**config.mk**
```make
export PLATFORM = sky130hd
export DESIGN_NAME = axi2avmm_bridge
export DESIGN_NICKNAME = d
export VERILOG_FILES = /design/src/hdl/axi2avmm_pkg.sv /design/src/hdl/mem_req_if.sv /design/src/hdl/axi2avmm_bridge.sv /design/src/hdl/avmm_issue.sv /design/src/hdl/axi_rd_path.sv /design/src/hdl/axi_wr_path.sv
export SDC_FILE = /design/constraint.sdc
export NUM_CORES = 1
export LEC_CHECK = 0
export BUFFER_PORTS_ARGS = -buffer_cell sky130_fd_sc_hd__buf_2
export CAP_MARGIN = 20
export CORE_AREA = 5 5 155 157
export DETAILED_ROUTE_END_ITERATION = 6
export DIE_AREA = 0 0 160 162
export PLACE_DENSITY_LB_ADDON = 0.08
export SYNTH_ARGS = -nofsm -noshare
export SYNTH_HDL_FRONTEND = slang
export SYNTH_SLANG_ARGS = --single-unit
```
**constraint.sdc**
```tcl
create_clock -name ip_clk -period 6.18 [get_ports ip_clk]
set_input_delay 1.236 -clock ip_clk [delete_from_list [all_inputs] [get_ports ip_clk]]
set_output_delay 1.236 -clock ip_clk [all_outputs]
set_load 0.05 [all_outputs]
```
**src/hdl/axi2avmm_pkg.sv**
```systemverilog
package axi2avmm_pkg;

  // ====================
  // bus widths
  // ====================

  // axi side
  localparam int AXI_ADDR_W = 32;
  localparam int AXI_ID_W   = 8;

  // data path, one byte enable per byte
  localparam int DATA_W = 64;
  localparam int BE_W   = DATA_W / 8;

  // channel address slice of the axi address
  // the slice is zero-extended to the avmm word address
  localparam int CHAN_ADDR_MSB = 27;
  localparam int CHAN_ADDR_LSB = 6;
  localparam int AVMM_ADDR_W   = 26;

  // ====================
  // read-id fifo
  // ====================
  localparam int RD_FIFO_DEPTH       = 16;
  // arready drops at this fill level
  localparam int RD_FIFO_ALMOST_FULL = 14;

  // operation put on the avmm port in one cycle
  typedef enum logic [1:0] {OP_IDLE = 2'd0, OP_WRITE = 2'd1, OP_READ = 2'd2} avmm_op_e;

endpackage
```
**src/hdl/mem_req_if.sv**
```systemverilog
`timescale 1ns/1ps

// one request path towards the issue arbiter
interface mem_req_if;

  import axi2avmm_pkg::*;

  // request side, driven by a write or read path
  logic                   req_valid;
  logic [AVMM_ADDR_W-1:0] address;
  logic [DATA_W-1:0]      data;
  logic [BE_W-1:0]        byte_enable;
  logic                   poison;
  logic [AXI_ID_W-1:0]    id;

  // high in the cycle the request goes out on avmm
  logic grant;

  // request path side
  modport path (
    output req_valid, address, data, byte_enable, poison, id,
    input  grant
  );

  // issue arbiter side
  modport arbiter (
    input  req_valid, address, data, byte_enable, poison, id,
    output grant
  );

endinterface

```
**src/hdl/axi2avmm_bridge.sv**
```systemverilog
`timescale 1ns/1ps

module axi2avmm_bridge (
  input  logic                                 ip_clk,
  input  logic                                 ip_rst_n,

  // axi write address and data
  input  logic                                 i_awvalid,
  input  logic [axi2avmm_pkg::AXI_ADDR_W-1:0]  i_awaddr,
  input  logic [axi2avmm_pkg::AXI_ID_W-1:0]    i_awid,
  output logic                                 o_awready,
  input  logic                                 i_wvalid,
  input  logic [axi2avmm_pkg::DATA_W-1:0]      i_wdata,
  input  logic [axi2avmm_pkg::BE_W-1:0]        i_wstrb,
  input  logic                                 i_wuser_poison,
  output logic                                 o_wready,

  // axi write response, always okay
  output logic                                 o_bvalid,
  output logic [axi2avmm_pkg::AXI_ID_W-1:0]    o_bid,

  // axi read address
  input  logic                                 i_arvalid,
  input  logic [axi2avmm_pkg::AXI_ADDR_W-1:0]  i_araddr,
  input  logic [axi2avmm_pkg::AXI_ID_W-1:0]    i_arid,
  output logic                                 o_arready,

  // axi read response, single beat
  output logic                                 o_rvalid,
  output logic [axi2avmm_pkg::AXI_ID_W-1:0]    o_rid,
  output logic [axi2avmm_pkg::DATA_W-1:0]      o_rdata,
  output logic                                 o_rpoison,

  // avmm request to the memory controller
  output logic                                 o_avmm_write,
  output logic                                 o_avmm_read,
  output logic [axi2avmm_pkg::AVMM_ADDR_W-1:0] o_avmm_address,
  output logic [axi2avmm_pkg::DATA_W-1:0]      o_avmm_writedata,
  output logic [axi2avmm_pkg::BE_W-1:0]        o_avmm_byteenable,
  output logic                                 o_avmm_write_poison,
  input  logic                                 i_avmm_ready,

  // avmm read return
  input  logic                                 i_avmm_readdatavalid,
  input  logic [axi2avmm_pkg::DATA_W-1:0]      i_avmm_readdata,
  input  logic                                 i_avmm_read_poison
);

  // one request bundle per path
  mem_req_if wr_req ();
  mem_req_if rd_req ();

  // ====================
  // axi ready
  // ====================

  // aw and w are accepted together
  assign o_awready = wr_req.grant;
  assign o_wready  = wr_req.grant;
  assign o_arready = rd_req.grant;

  axi_wr_path axi_wr_path_inst (
    .ip_clk         (ip_clk),
    .ip_rst_n       (ip_rst_n),
    .i_awvalid      (i_awvalid),
    .i_wvalid       (i_wvalid),
    .i_awaddr       (i_awaddr),
    .i_awid         (i_awid),
    .i_wdata        (i_wdata),
    .i_wstrb        (i_wstrb),
    .i_wuser_poison (i_wuser_poison),
    .wr_req         (wr_req.path),
    .o_bvalid       (o_bvalid),
    .o_bid          (o_bid)
  );

  axi_rd_path axi_rd_path_inst (
    .ip_clk               (ip_clk),
    .ip_rst_n             (ip_rst_n),
    .i_arvalid            (i_arvalid),
    .i_araddr             (i_araddr),
    .i_arid               (i_arid),
    .i_avmm_readdatavalid (i_avmm_readdatavalid),
    .i_avmm_readdata      (i_avmm_readdata),
    .i_avmm_read_poison   (i_avmm_read_poison),
    .rd_req               (rd_req.path),
    .o_rvalid             (o_rvalid),
    .o_rid                (o_rid),
    .o_rdata              (o_rdata),
    .o_rpoison            (o_rpoison)
  );

  avmm_issue avmm_issue_inst (
    .ip_clk              (ip_clk),
    .ip_rst_n            (ip_rst_n),
    .i_avmm_ready        (i_avmm_ready),
    .wr_req              (wr_req.arbiter),
    .rd_req              (rd_req.arbiter),
    .o_avmm_write        (o_avmm_write),
    .o_avmm_read         (o_avmm_read),
    .o_avmm_address      (o_avmm_address),
    .o_avmm_writedata    (o_avmm_writedata),
    .o_avmm_byteenable   (o_avmm_byteenable),
    .o_avmm_write_poison (o_avmm_write_poison)
  );

endmodule

```
**src/hdl/avmm_issue.sv**
```systemverilog
`timescale 1ns/1ps

module avmm_issue (
  input  logic                                 ip_clk,
  input  logic                                 ip_rst_n,
  input  logic                                 i_avmm_ready,
  mem_req_if.arbiter                           wr_req,
  mem_req_if.arbiter                           rd_req,
  output logic                                 o_avmm_write,
  output logic                                 o_avmm_read,
  output logic [axi2avmm_pkg::AVMM_ADDR_W-1:0] o_avmm_address,
  output logic [axi2avmm_pkg::DATA_W-1:0]      o_avmm_writedata,
  output logic [axi2avmm_pkg::BE_W-1:0]        o_avmm_byteenable,
  output logic                                 o_avmm_write_poison
);

  import axi2avmm_pkg::*;

  avmm_op_e op;
  // set one cycle after reset release
  logic     issue_en_q;

  always_ff @(posedge ip_clk)
  begin
    if (!ip_rst_n)
      issue_en_q <= 1'b0;
    else
      issue_en_q <= 1'b1;
  end

  // ====================
  // arbitration
  // ====================

  // write has fixed priority over read
  always_comb
  begin
    op = OP_IDLE;
    if (issue_en_q && i_avmm_ready)
    begin
      if (wr_req.req_valid)
        op = OP_WRITE;
      else if (rd_req.req_valid)
        op = OP_READ;
    end
  end

  // a grant is the completed axi handshake
  assign wr_req.grant = (op == OP_WRITE);
  assign rd_req.grant = (op == OP_READ);

  // ====================
  // avmm request mux
  // ====================

  always_comb
  begin
    // zero when idle
    o_avmm_write        = 1'b0;
    o_avmm_read         = 1'b0;
    o_avmm_address      = '0;
    o_avmm_writedata    = '0;
    o_avmm_byteenable   = '0;
    o_avmm_write_poison = 1'b0;
    case (op)
      OP_WRITE:
      begin
        o_avmm_write        = 1'b1;
        o_avmm_address      = wr_req.address;
        o_avmm_writedata    = wr_req.data;
        o_avmm_byteenable   = wr_req.byte_enable;
        o_avmm_write_poison = wr_req.poison;
      end
      OP_READ:
      begin
        o_avmm_read         = 1'b1;
        o_avmm_address      = rd_req.address;
        // read path drives zero payload
        o_avmm_writedata    = rd_req.data;
        o_avmm_byteenable   = rd_req.byte_enable;
        o_avmm_write_poison = rd_req.poison;
      end
      default:
      begin
        o_avmm_write = 1'b0;
      end
    endcase
  end

endmodule

```
**src/hdl/axi_rd_path.sv**
```systemverilog
`timescale 1ns/1ps

module axi_rd_path (
  input  logic                                ip_clk,
  input  logic                                ip_rst_n,
  input  logic                                i_arvalid,
  input  logic [axi2avmm_pkg::AXI_ADDR_W-1:0] i_araddr,
  input  logic [axi2avmm_pkg::AXI_ID_W-1:0]   i_arid,
  input  logic                                i_avmm_readdatavalid,
  input  logic [axi2avmm_pkg::DATA_W-1:0]     i_avmm_readdata,
  input  logic                                i_avmm_read_poison,
  mem_req_if.path                             rd_req,
  output logic                                o_rvalid,
  output logic [axi2avmm_pkg::AXI_ID_W-1:0]   o_rid,
  output logic [axi2avmm_pkg::DATA_W-1:0]     o_rdata,
  output logic                                o_rpoison
);

  import axi2avmm_pkg::*;

  // read-id fifo, show-ahead
  logic [AXI_ID_W-1:0]              id_mem [RD_FIFO_DEPTH];
  logic [$clog2(RD_FIFO_DEPTH)-1:0] wr_ptr;
  logic [$clog2(RD_FIFO_DEPTH)-1:0] rd_ptr;
  // one bit wider than the pointers, counts up to full
  logic [$clog2(RD_FIFO_DEPTH):0]   fill;
  logic                             push;
  logic                             pop;

  // ====================
  // request forming
  // ====================

  // hold off new reads while the id fifo is nearly full
  assign rd_req.req_valid   = i_arvalid && (fill < RD_FIFO_ALMOST_FULL);
  assign rd_req.address     = AVMM_ADDR_W'(i_araddr[CHAN_ADDR_MSB:CHAN_ADDR_LSB]);
  // reads carry no payload
  assign rd_req.data        = '0;
  assign rd_req.byte_enable = '0;
  assign rd_req.poison      = 1'b0;
  assign rd_req.id          = i_arid;

  // ====================
  // id fifo
  // ====================

  // push on issue, pop on returned data
  assign push = rd_req.grant;
  // ignore readdatavalid with nothing outstanding
  assign pop  = i_avmm_readdatavalid && (fill != '0);

  always_ff @(posedge ip_clk)
  begin
    if (!ip_rst_n)
    begin
      wr_ptr <= '0;
      rd_ptr <= '0;
      fill   <= '0;
    end
    else
    begin
      if (push)
        wr_ptr <= wr_ptr + 1'b1;
      if (pop)
        rd_ptr <= rd_ptr + 1'b1;
      // simultaneous push and pop leaves the level unchanged
      case ({push, pop})
        2'b10:   fill <= fill + 1'b1;
        2'b01:   fill <= fill - 1'b1;
        default: fill <= fill;
      endcase
    end
  end

  // id storage
  always_ff @(posedge ip_clk)
  begin
    if (push)
      id_mem[wr_ptr] <= rd_req.id;
  end

  // ====================
  // read response
  // ====================

  // reads return in order, oldest id sits at the head
  assign o_rvalid  = i_avmm_readdatavalid;
  assign o_rid     = id_mem[rd_ptr];
  assign o_rdata   = i_avmm_readdata;
  assign o_rpoison = i_avmm_read_poison;

endmodule

```
**src/hdl/axi_wr_path.sv**
```systemverilog
`timescale 1ns/1ps

module axi_wr_path (
  input  logic                             ip_clk,
  input  logic                             ip_rst_n,
  input  logic                             i_awvalid,
  input  logic                             i_wvalid,
  input  logic [axi2avmm_pkg::AXI_ADDR_W-1:0] i_awaddr,
  input  logic [axi2avmm_pkg::AXI_ID_W-1:0]   i_awid,
  input  logic [axi2avmm_pkg::DATA_W-1:0]     i_wdata,
  input  logic [axi2avmm_pkg::BE_W-1:0]       i_wstrb,
  input  logic                             i_wuser_poison,
  mem_req_if.path                          wr_req,
  output logic                             o_bvalid,
  output logic [axi2avmm_pkg::AXI_ID_W-1:0]   o_bid
);

  import axi2avmm_pkg::*;

  // staged write response
  logic                bvalid_q;
  logic [AXI_ID_W-1:0] bid_q;

  // ====================
  // request forming
  // ====================

  // address and data phases must line up in one cycle
  assign wr_req.req_valid   = i_awvalid & i_wvalid;
  // channel address alias, upper bits forced to zero
  assign wr_req.address     = AVMM_ADDR_W'(i_awaddr[CHAN_ADDR_MSB:CHAN_ADDR_LSB]);
  assign wr_req.data        = i_wdata;
  assign wr_req.byte_enable = i_wstrb;
  assign wr_req.poison      = i_wuser_poison;
  assign wr_req.id          = i_awid;

  // ====================
  // write response
  // ====================

  // response goes back one cycle after the grant
  // the controller is not waited on
  always_ff @(posedge ip_clk)
  begin
    if (!ip_rst_n)
      bvalid_q <= 1'b0;
    else
      bvalid_q <= wr_req.grant;
  end

  // id of the granted write, held for the response
  always_ff @(posedge ip_clk)
  begin
    if (wr_req.grant)
      bid_q <= wr_req.id;
  end

  assign o_bvalid = bvalid_q;
  assign o_bid    = bid_q;

endmodule

```
[Word level (Yosys, flattened, before mapping)]
Memories as Yosys holds them, arrays and structs flattened. A register that Yosys moved wholly into a read port is not among the register bits.
Index checks and enable logic that the tools add are counted.
Operators by class
  add/sub/neg operators: 4
  mux-type cells: 14
  reduce and logical (&&, ||, !) cells: 5
  eq/ne operators: 4
  bitwise logic cells: 1
  $lt $le $gt $ge: 1
Operators by type and width (count)
  2-to-1 mux 64 bit: 1
  case mux 22 bit (2 select lines): 1
  case mux 5 bit (2 select lines): 1
  adder 4 x 1 -> 4 bit (second input constant): 2
  2-to-1 mux 4 bit: 2
  2-to-1 mux 8 bit: 1
  2-to-1 mux 2 bit: 3
  adder 5 x 1 -> 5 bit (second input constant): 1
  less-than comparator 5 x 4 -> 1 bit (second input constant): 1
  2-to-1 mux 1 bit: 5
  nonzero test 5 bit: 1
  subtractor 5 x 1 -> 5 bit (second input constant): 1
  == test 2 x 1 -> 1 bit (second input constant): 2
  == test 2 bit (second input constant): 2
  logical AND 1 bit: 3
  nonzero test 2 bit: 1
  bitwise AND 1 bit: 1
Word-level totals
  output and inout bits: 187
  memories kept: 1
  memory bits (writable): 128
  register bits: 23
  bits of input ports: 225
  logic and storage cells: 36
Memory list
  axi_rd_path_inst.id_mem: depth 16, bits a word 8, read ports 1, clocked after Yosys merged registers in 1, write ports 1, RTL line axi_rd_path.sv:22  | logic [AXI_ID_W-1:0] id_mem [RD_FIFO_DEPTH];

[Depth between registers and ports, before layout]
  depth in word-level cells: 8
  depth in mapped cells: 14

[Hierarchy]
A second synthesis with hierarchy kept.
Second synthesis, totals
  cell total of the unflattened synthesis: 753
  area, all modules: 9499.1 µm²
Modules (own cells, without submodules)
  axi_rd_path: area each 7128.1 µm², seq. area each 4184.0 µm², instances 1, cells an instance 490
  avmm_issue: area each 1283.7 µm², seq. area each 20.0 µm², instances 1, cells an instance 143
  axi_wr_path: area each 1079.8 µm², seq. area each 260.2 µm², instances 1, cells an instance 119
  axi2avmm_bridge: area each 7.5 µm², seq. area each 0.0 µm², instances 1, cells an instance 1

[Least setup slack after synthesis]
No wires, ideal clock.
  path type: input to output
  start: in i_awvalid
  end: out o_avmm_byteenable[0] (netlist bit)
  required time: 4.944 ns
  stages on the path: 4
  data arrival time: 2.936 ns
  slack: 2.008 ns
  path buffers: 1
  cells stage by stage: nand2_1 > nor2_1 > clkbuf_1 > and2_1
On the way
  longest elaborated chain between the ends: 5
RTL lines
  start, declared: RTL line axi2avmm_bridge.sv:8  | input logic i_awvalid,
  bitwise AND 1 bit: RTL line axi_wr_path.sv:29  | assign wr_req.req_valid = i_awvalid & i_wvalid;
  2-to-1 mux 2 bit: RTL line avmm_issue.sv:41  | if (wr_req.req_valid)
  2-to-1 mux 2 bit: RTL line avmm_issue.sv:39  | if (issue_en_q && i_avmm_ready)
  == test 2 x 1 -> 1 bit: RTL line avmm_issue.sv:65  | case (op)
  2-to-1 mux 8 bit: RTL line avmm_issue.sv:65
  end, declared: RTL line axi2avmm_bridge.sv:39  | output logic [axi2avmm_pkg::BE_W-1:0] o_avmm_byteenable,
No other way between the ends.

[Worst setup path after layout]
  start: in i_wvalid
  end: out o_avmm_address[7] (netlist bit)
On the way
  longest elaborated chain between the ends: 5
RTL lines
  start, declared: RTL line axi2avmm_bridge.sv:12  | input logic i_wvalid,
  bitwise AND 1 bit (*): RTL line axi_wr_path.sv:29
  2-to-1 mux 2 bit (*): RTL line avmm_issue.sv:41
  2-to-1 mux 2 bit (*): RTL line avmm_issue.sv:39
  == test 2 bit / == test 2 x 1 -> 1 bit (equally long branches): RTL line avmm_issue.sv:65
  case mux 22 bit (2 select lines) (*): RTL line avmm_issue.sv:65
  end, declared: RTL line axi2avmm_bridge.sv:37  | output logic [axi2avmm_pkg::AVMM_ADDR_W-1:0] o_avmm_address,
Every way passes the cells marked *; elsewhere a longest branch is shown, timed or not.

==> flow_summary.rst <==
.. list-table::
   :header-rows: 1

   * - Metric
     - Value
   * - Fraction of power spent switching nets
     - 28.79%
   * - Fill cell count
     - 2,168
   * - Setup CP Type
     - primary input to output port
   * - Clock network fraction of design power
     - 35.8%
   * - Count of final hold-check violations
     - 0
   * - Setup Skew
     - 0.009512 ns
   * - Crit path cell chain
     - buf_2 > nand2_1 > nor2_4 > buf_4 > a22o_1 > buf_2
   * - Setup repair after global routing missed its margin
     - no
   * - Util after Layout
     - 40.43%
   * - Leakage Power
     - 3.748 nW
   * - Commonest register cell after synthesis
     - edfxtp_1
   * - Initial core utilization
     - 33.13%
   * - Count of antenna-violating nets left after detailed routing
     - 0
   * - Proportion of netlist area held by the largest area contributor
     - 55.12%
   * - Placement row count
     - 55
   * - Iter 0 DRT Violations
     - 278
   * - Maximum vdd ir drop
     - 0.1413 mV
   * - CP arrival
     - 3.03 ns
   * - Final period utilization
     - 69.00%
   * - Post-CTS Hold Fix Bufs
     - 0
   * - Placeable Area
     - 22,370 µm²
   * - Layout cells sized above 1
     - 46.60%
   * - Worst slew margin
     - 36.16%
   * - Number of buffers inserted during clock tree synthesis
     - 17
   * - Fraction of the mapped netlist area in compound gates
     - 5.471%
   * - Root cell of the clock tree
     - clkbuf_16
   * - Xor and xnor fraction of the mapped netlist area
     - 0.8274%
   * - Async set-or-reset flop fraction in the synthesized netlist
     - 0%
   * - Slew at the pin with the worst max-slew slack
     - 0.9556 ns
   * - Largest net degree at the start of global routing
     - 108
   * - Clock tree buffer depth
     - 2
   * - Boundary Pins
     - 412
   * - Total internal power
     - 2.165 mW
   * - Mean Syn Cell Area
     - 14.44 µm²
   * - Remaining Overflow, GRT
     - 0
   * - Crit-path slowest cell
     - buf_4
   * - Die span in x
     - 160 µm
   * - Die footprint
     - 25,920 µm²
   * - Number of failing setup endpoints in the final timing report
     - 0
   * - Storage cell area
     - 4467 µm²
   * - Worst hold-check path type
     - register to register
   * - Die outline height
     - 162 µm
   * - H-tree depth
     - 4
   * - Vias/cell
     - 4.862
   * - Setup TNS
     - 0 ns
   * - Share of power burned in combinational logic
     - 23.5%
   * - Dominant cells by area after synthesis
     - edfxtp_1 55%, mux4_2 9.7%, buf_4 7.4%
   * - Residual DRC count
     - 0
   * - Adder-cell share of the synthesized area
     - 1.520%
   * - Setup slack of the worst register-to-register path
     - 2.61 ns
   * - Cell mode on critical path
     - buf_2
   * - Postcts setup bufs
     - 0
   * - Highest cell delay on the worst timing path
     - 0.65 ns
   * - Count of cell types in the netlist
     - 42
   * - Number of pins with negative max-slew slack in the final report
     - 0
   * - Sinks on Clock Net
     - 155
   * - Routed via count
     - 4,818
   * - Number of global-route vias before repair
     - 5,130
   * - Port-buffer cells
     - 257
   * - Netlist area before placement
     - 7410 µm²
   * - Run status
     - complete, no violations
   * - Mux contribution to synthesized area
     - 10.27%
   * - FMAX
     - 234.5 MHz
   * - Dominant combinational cell family by area after synthesis
     - simple AND/OR/NAND/NOR gates
   * - Post-synthesis cell type with the largest combined area
     - edfxtp_1
   * - Power share of the sequential group
     - 40.7%
   * - TritonCTS clock tree
     - built
   * - Total wire length after detailed routing
     - 27,340 µm
   * - Wire length per cell after detailed routing
     - 27.59 µm
   * - Worst-Skew Late Latency
     - 0.42 ns
   * - Worst setup SP type
     - primary input
   * - Count of flip-flops with a built-in enable after synthesis
     - 136
   * - Cell Pwr Density
     - 336.3 nW/µm²
   * - Family of cells with the greatest summed delay on the critical path
     - buffers and inverters
   * - Quantity of gates resized following cts
     - 0
   * - Switching pwr
     - 0.8754 mW
   * - GRT Util Overall
     - 20.63%
   * - Count of buffer and inverter cells on the critical path
     - 3
   * - DRT Pass-1 Iters
     - 4
   * - Max-cap check violation count
     - 0
   * - Layout area overhead
     - 22.04%
   * - Capturing element type of the critical path
     - output port
   * - Simple-gate area share of the yosys netlist
     - 12.19%
   * - Number of warnings reported in the yosys synthesis log
     - 0
   * - Final layout net count
     - 927
   * - Crit path required time
     - 4.94 ns
   * - Initial antenna violation count
     - 7
   * - Multi-input gate area in the final layout
     - 2266 µm²
   * - Mapped Cells
     - 513
   * - Crit Path Max Fanout
     - 107
   * - Antenna diode count
     - 0
   * - Total half-perimeter wirelength after legalization and detailed placement
     - 22,690 µm
   * - Final Critical Period
     - 4.264 ns
   * - Part of the Yosys area used for sequential elements
     - 60.25%
   * - RD Place Congestion
     - 0.9418
   * - Clock transition at the registers of the reported paths
     - 0.06 ns
   * - First-pass GRT wire length
     - 37,670 µm
   * - Number of storage elements in the synthesis netlist
     - 155
[synthesized netlist by cell type (all sizes together) (9+ instances only)]
library cell	count
a22o	22
a22oi	16
and2	82
and3	14
buf	84
clkbuf	19
dfxtp	19
edfxtp	136
ha	9
mux4	32
nand2	12
nor2b	9
[cell usage in the layout, fill, tap and decap left out, types with 5 or more instances in the layout]
master	count
a22o_1	22
a22oi_1	16
and2_1	82
and3_1	14
buf_2	257
clkbuf_16	17
dfxtp_1	17
edfxtp_1	136
ha_1	9
inv_1	5
mux4_2	32
nand2_1	12
nand3_1	6
nand4_1	5
nor2b_1	9
xnor2_1	6
[layer usage]
layer  up-vias  share of wire [%]  track usage, %
met3        35                9.4           8.703
met2       241                 49           34.16
met5         -               0.48           1.894
met4        16                2.3           6.218
li1       2192                  -               -
met1      2334                 39           24.50
[worst paths after layout]
check / cells past startpoint / endpoint / startpoint
setup / recovery: 6 / o_avmm_address[7] / i_wvalid
hold / removal: 2 / axi_rd_path_inst.wr_ptr[3] / axi_rd_path_inst.wr_ptr[3]
setup reg to reg: 11 / axi_rd_path_inst.fill[4] / axi_rd_path_inst.fill[4]
hold reg to reg: 2 / axi_rd_path_inst.wr_ptr[3] / axi_rd_path_inst.wr_ptr[3]
[power groups by stage]
stage,logic [mW],registers [mW],clock network (mW)
after detailed placement,0.726,1.26,0
after CTS,0.727,1.24,1.11
after global placement,0.719,1.26,0
after floorplan,0.694,1.21,0
final,0.715,1.24,1.09
after global routing,0.777,1.25,1.16
[flip-flops by register name, summed over array words and instances, names as in the netlist, named ones only]
register                    count
axi_rd_path_inst.id_mem       128
axi_wr_path_inst.o_bid          8
axi_rd_path_inst.fill           5
axi_rd_path_inst.rd_ptr         4
axi_rd_path_inst.wr_ptr         4
avmm_issue_inst.issue_en_q      1
axi_wr_path_inst.o_bvalid       1
[through the flow]
| stage | instances | hold WS (ns) | instance area [µm²] | worst slack, ns | power [mW] |
|---|---|---|---|---|---|
| 3_3_place_gp | 959 | 0.5328 | 8424 | 1.780 | 1.983 |
| 5_1_grt | 991 | 0.5999 | 9042 | 1.765 | 3.182 |
| 6_report | 991 | 0.5553 | 9042 | 1.916 | 3.041 |
| 4_1_cts | 991 | 0.5500 | 9042 | 1.880 | 3.080 |
| 2_1_floorplan | 516 | 0.4873 | 7421 | 2.008 | 1.907 |
| 3_5_place_dp | 959 | 0.5415 | 8424 | 1.701 | 1.990 |
[worst register-to-register path: stages, from the launching register on]
cell,delay [ns]
dfxtp_1,0.36
and4b_1,0.30
and3_1,0.58
buf_4,0.39
inv_1,0.11
ha_1,0.30
xor2_1,0.18
ha_1,0.23
a21oi_1,0.21
a221oi_1,0.15
or4b_2,0.63
nand4_1,0.08
[layout make-up]
type / instances / area share, %
clock buffers: 21 / 4.981
clock inverters: 11 / 1.854
inverters: 5 / 0.2076
multi-input cells: 253 / 25.06
flip-flops and latches: 155 / 49.40
well taps: 285 / 3.944
repair buffers: 261 / 14.56
[kinds of logic (layout without fill, tap and decap cells)]
kind of cell | count (synthesis) | after routing
simple gates | 147 | 147
mux | 36 | 36
fa+ha+maj | 9 | 9
flops | 155 | 155
xor+xnor | 7 | 7
other cells | 1 | 4
compound gates | 50 | 50
buf+inv | 108 | 298
(Power assumes the default switching activity.)
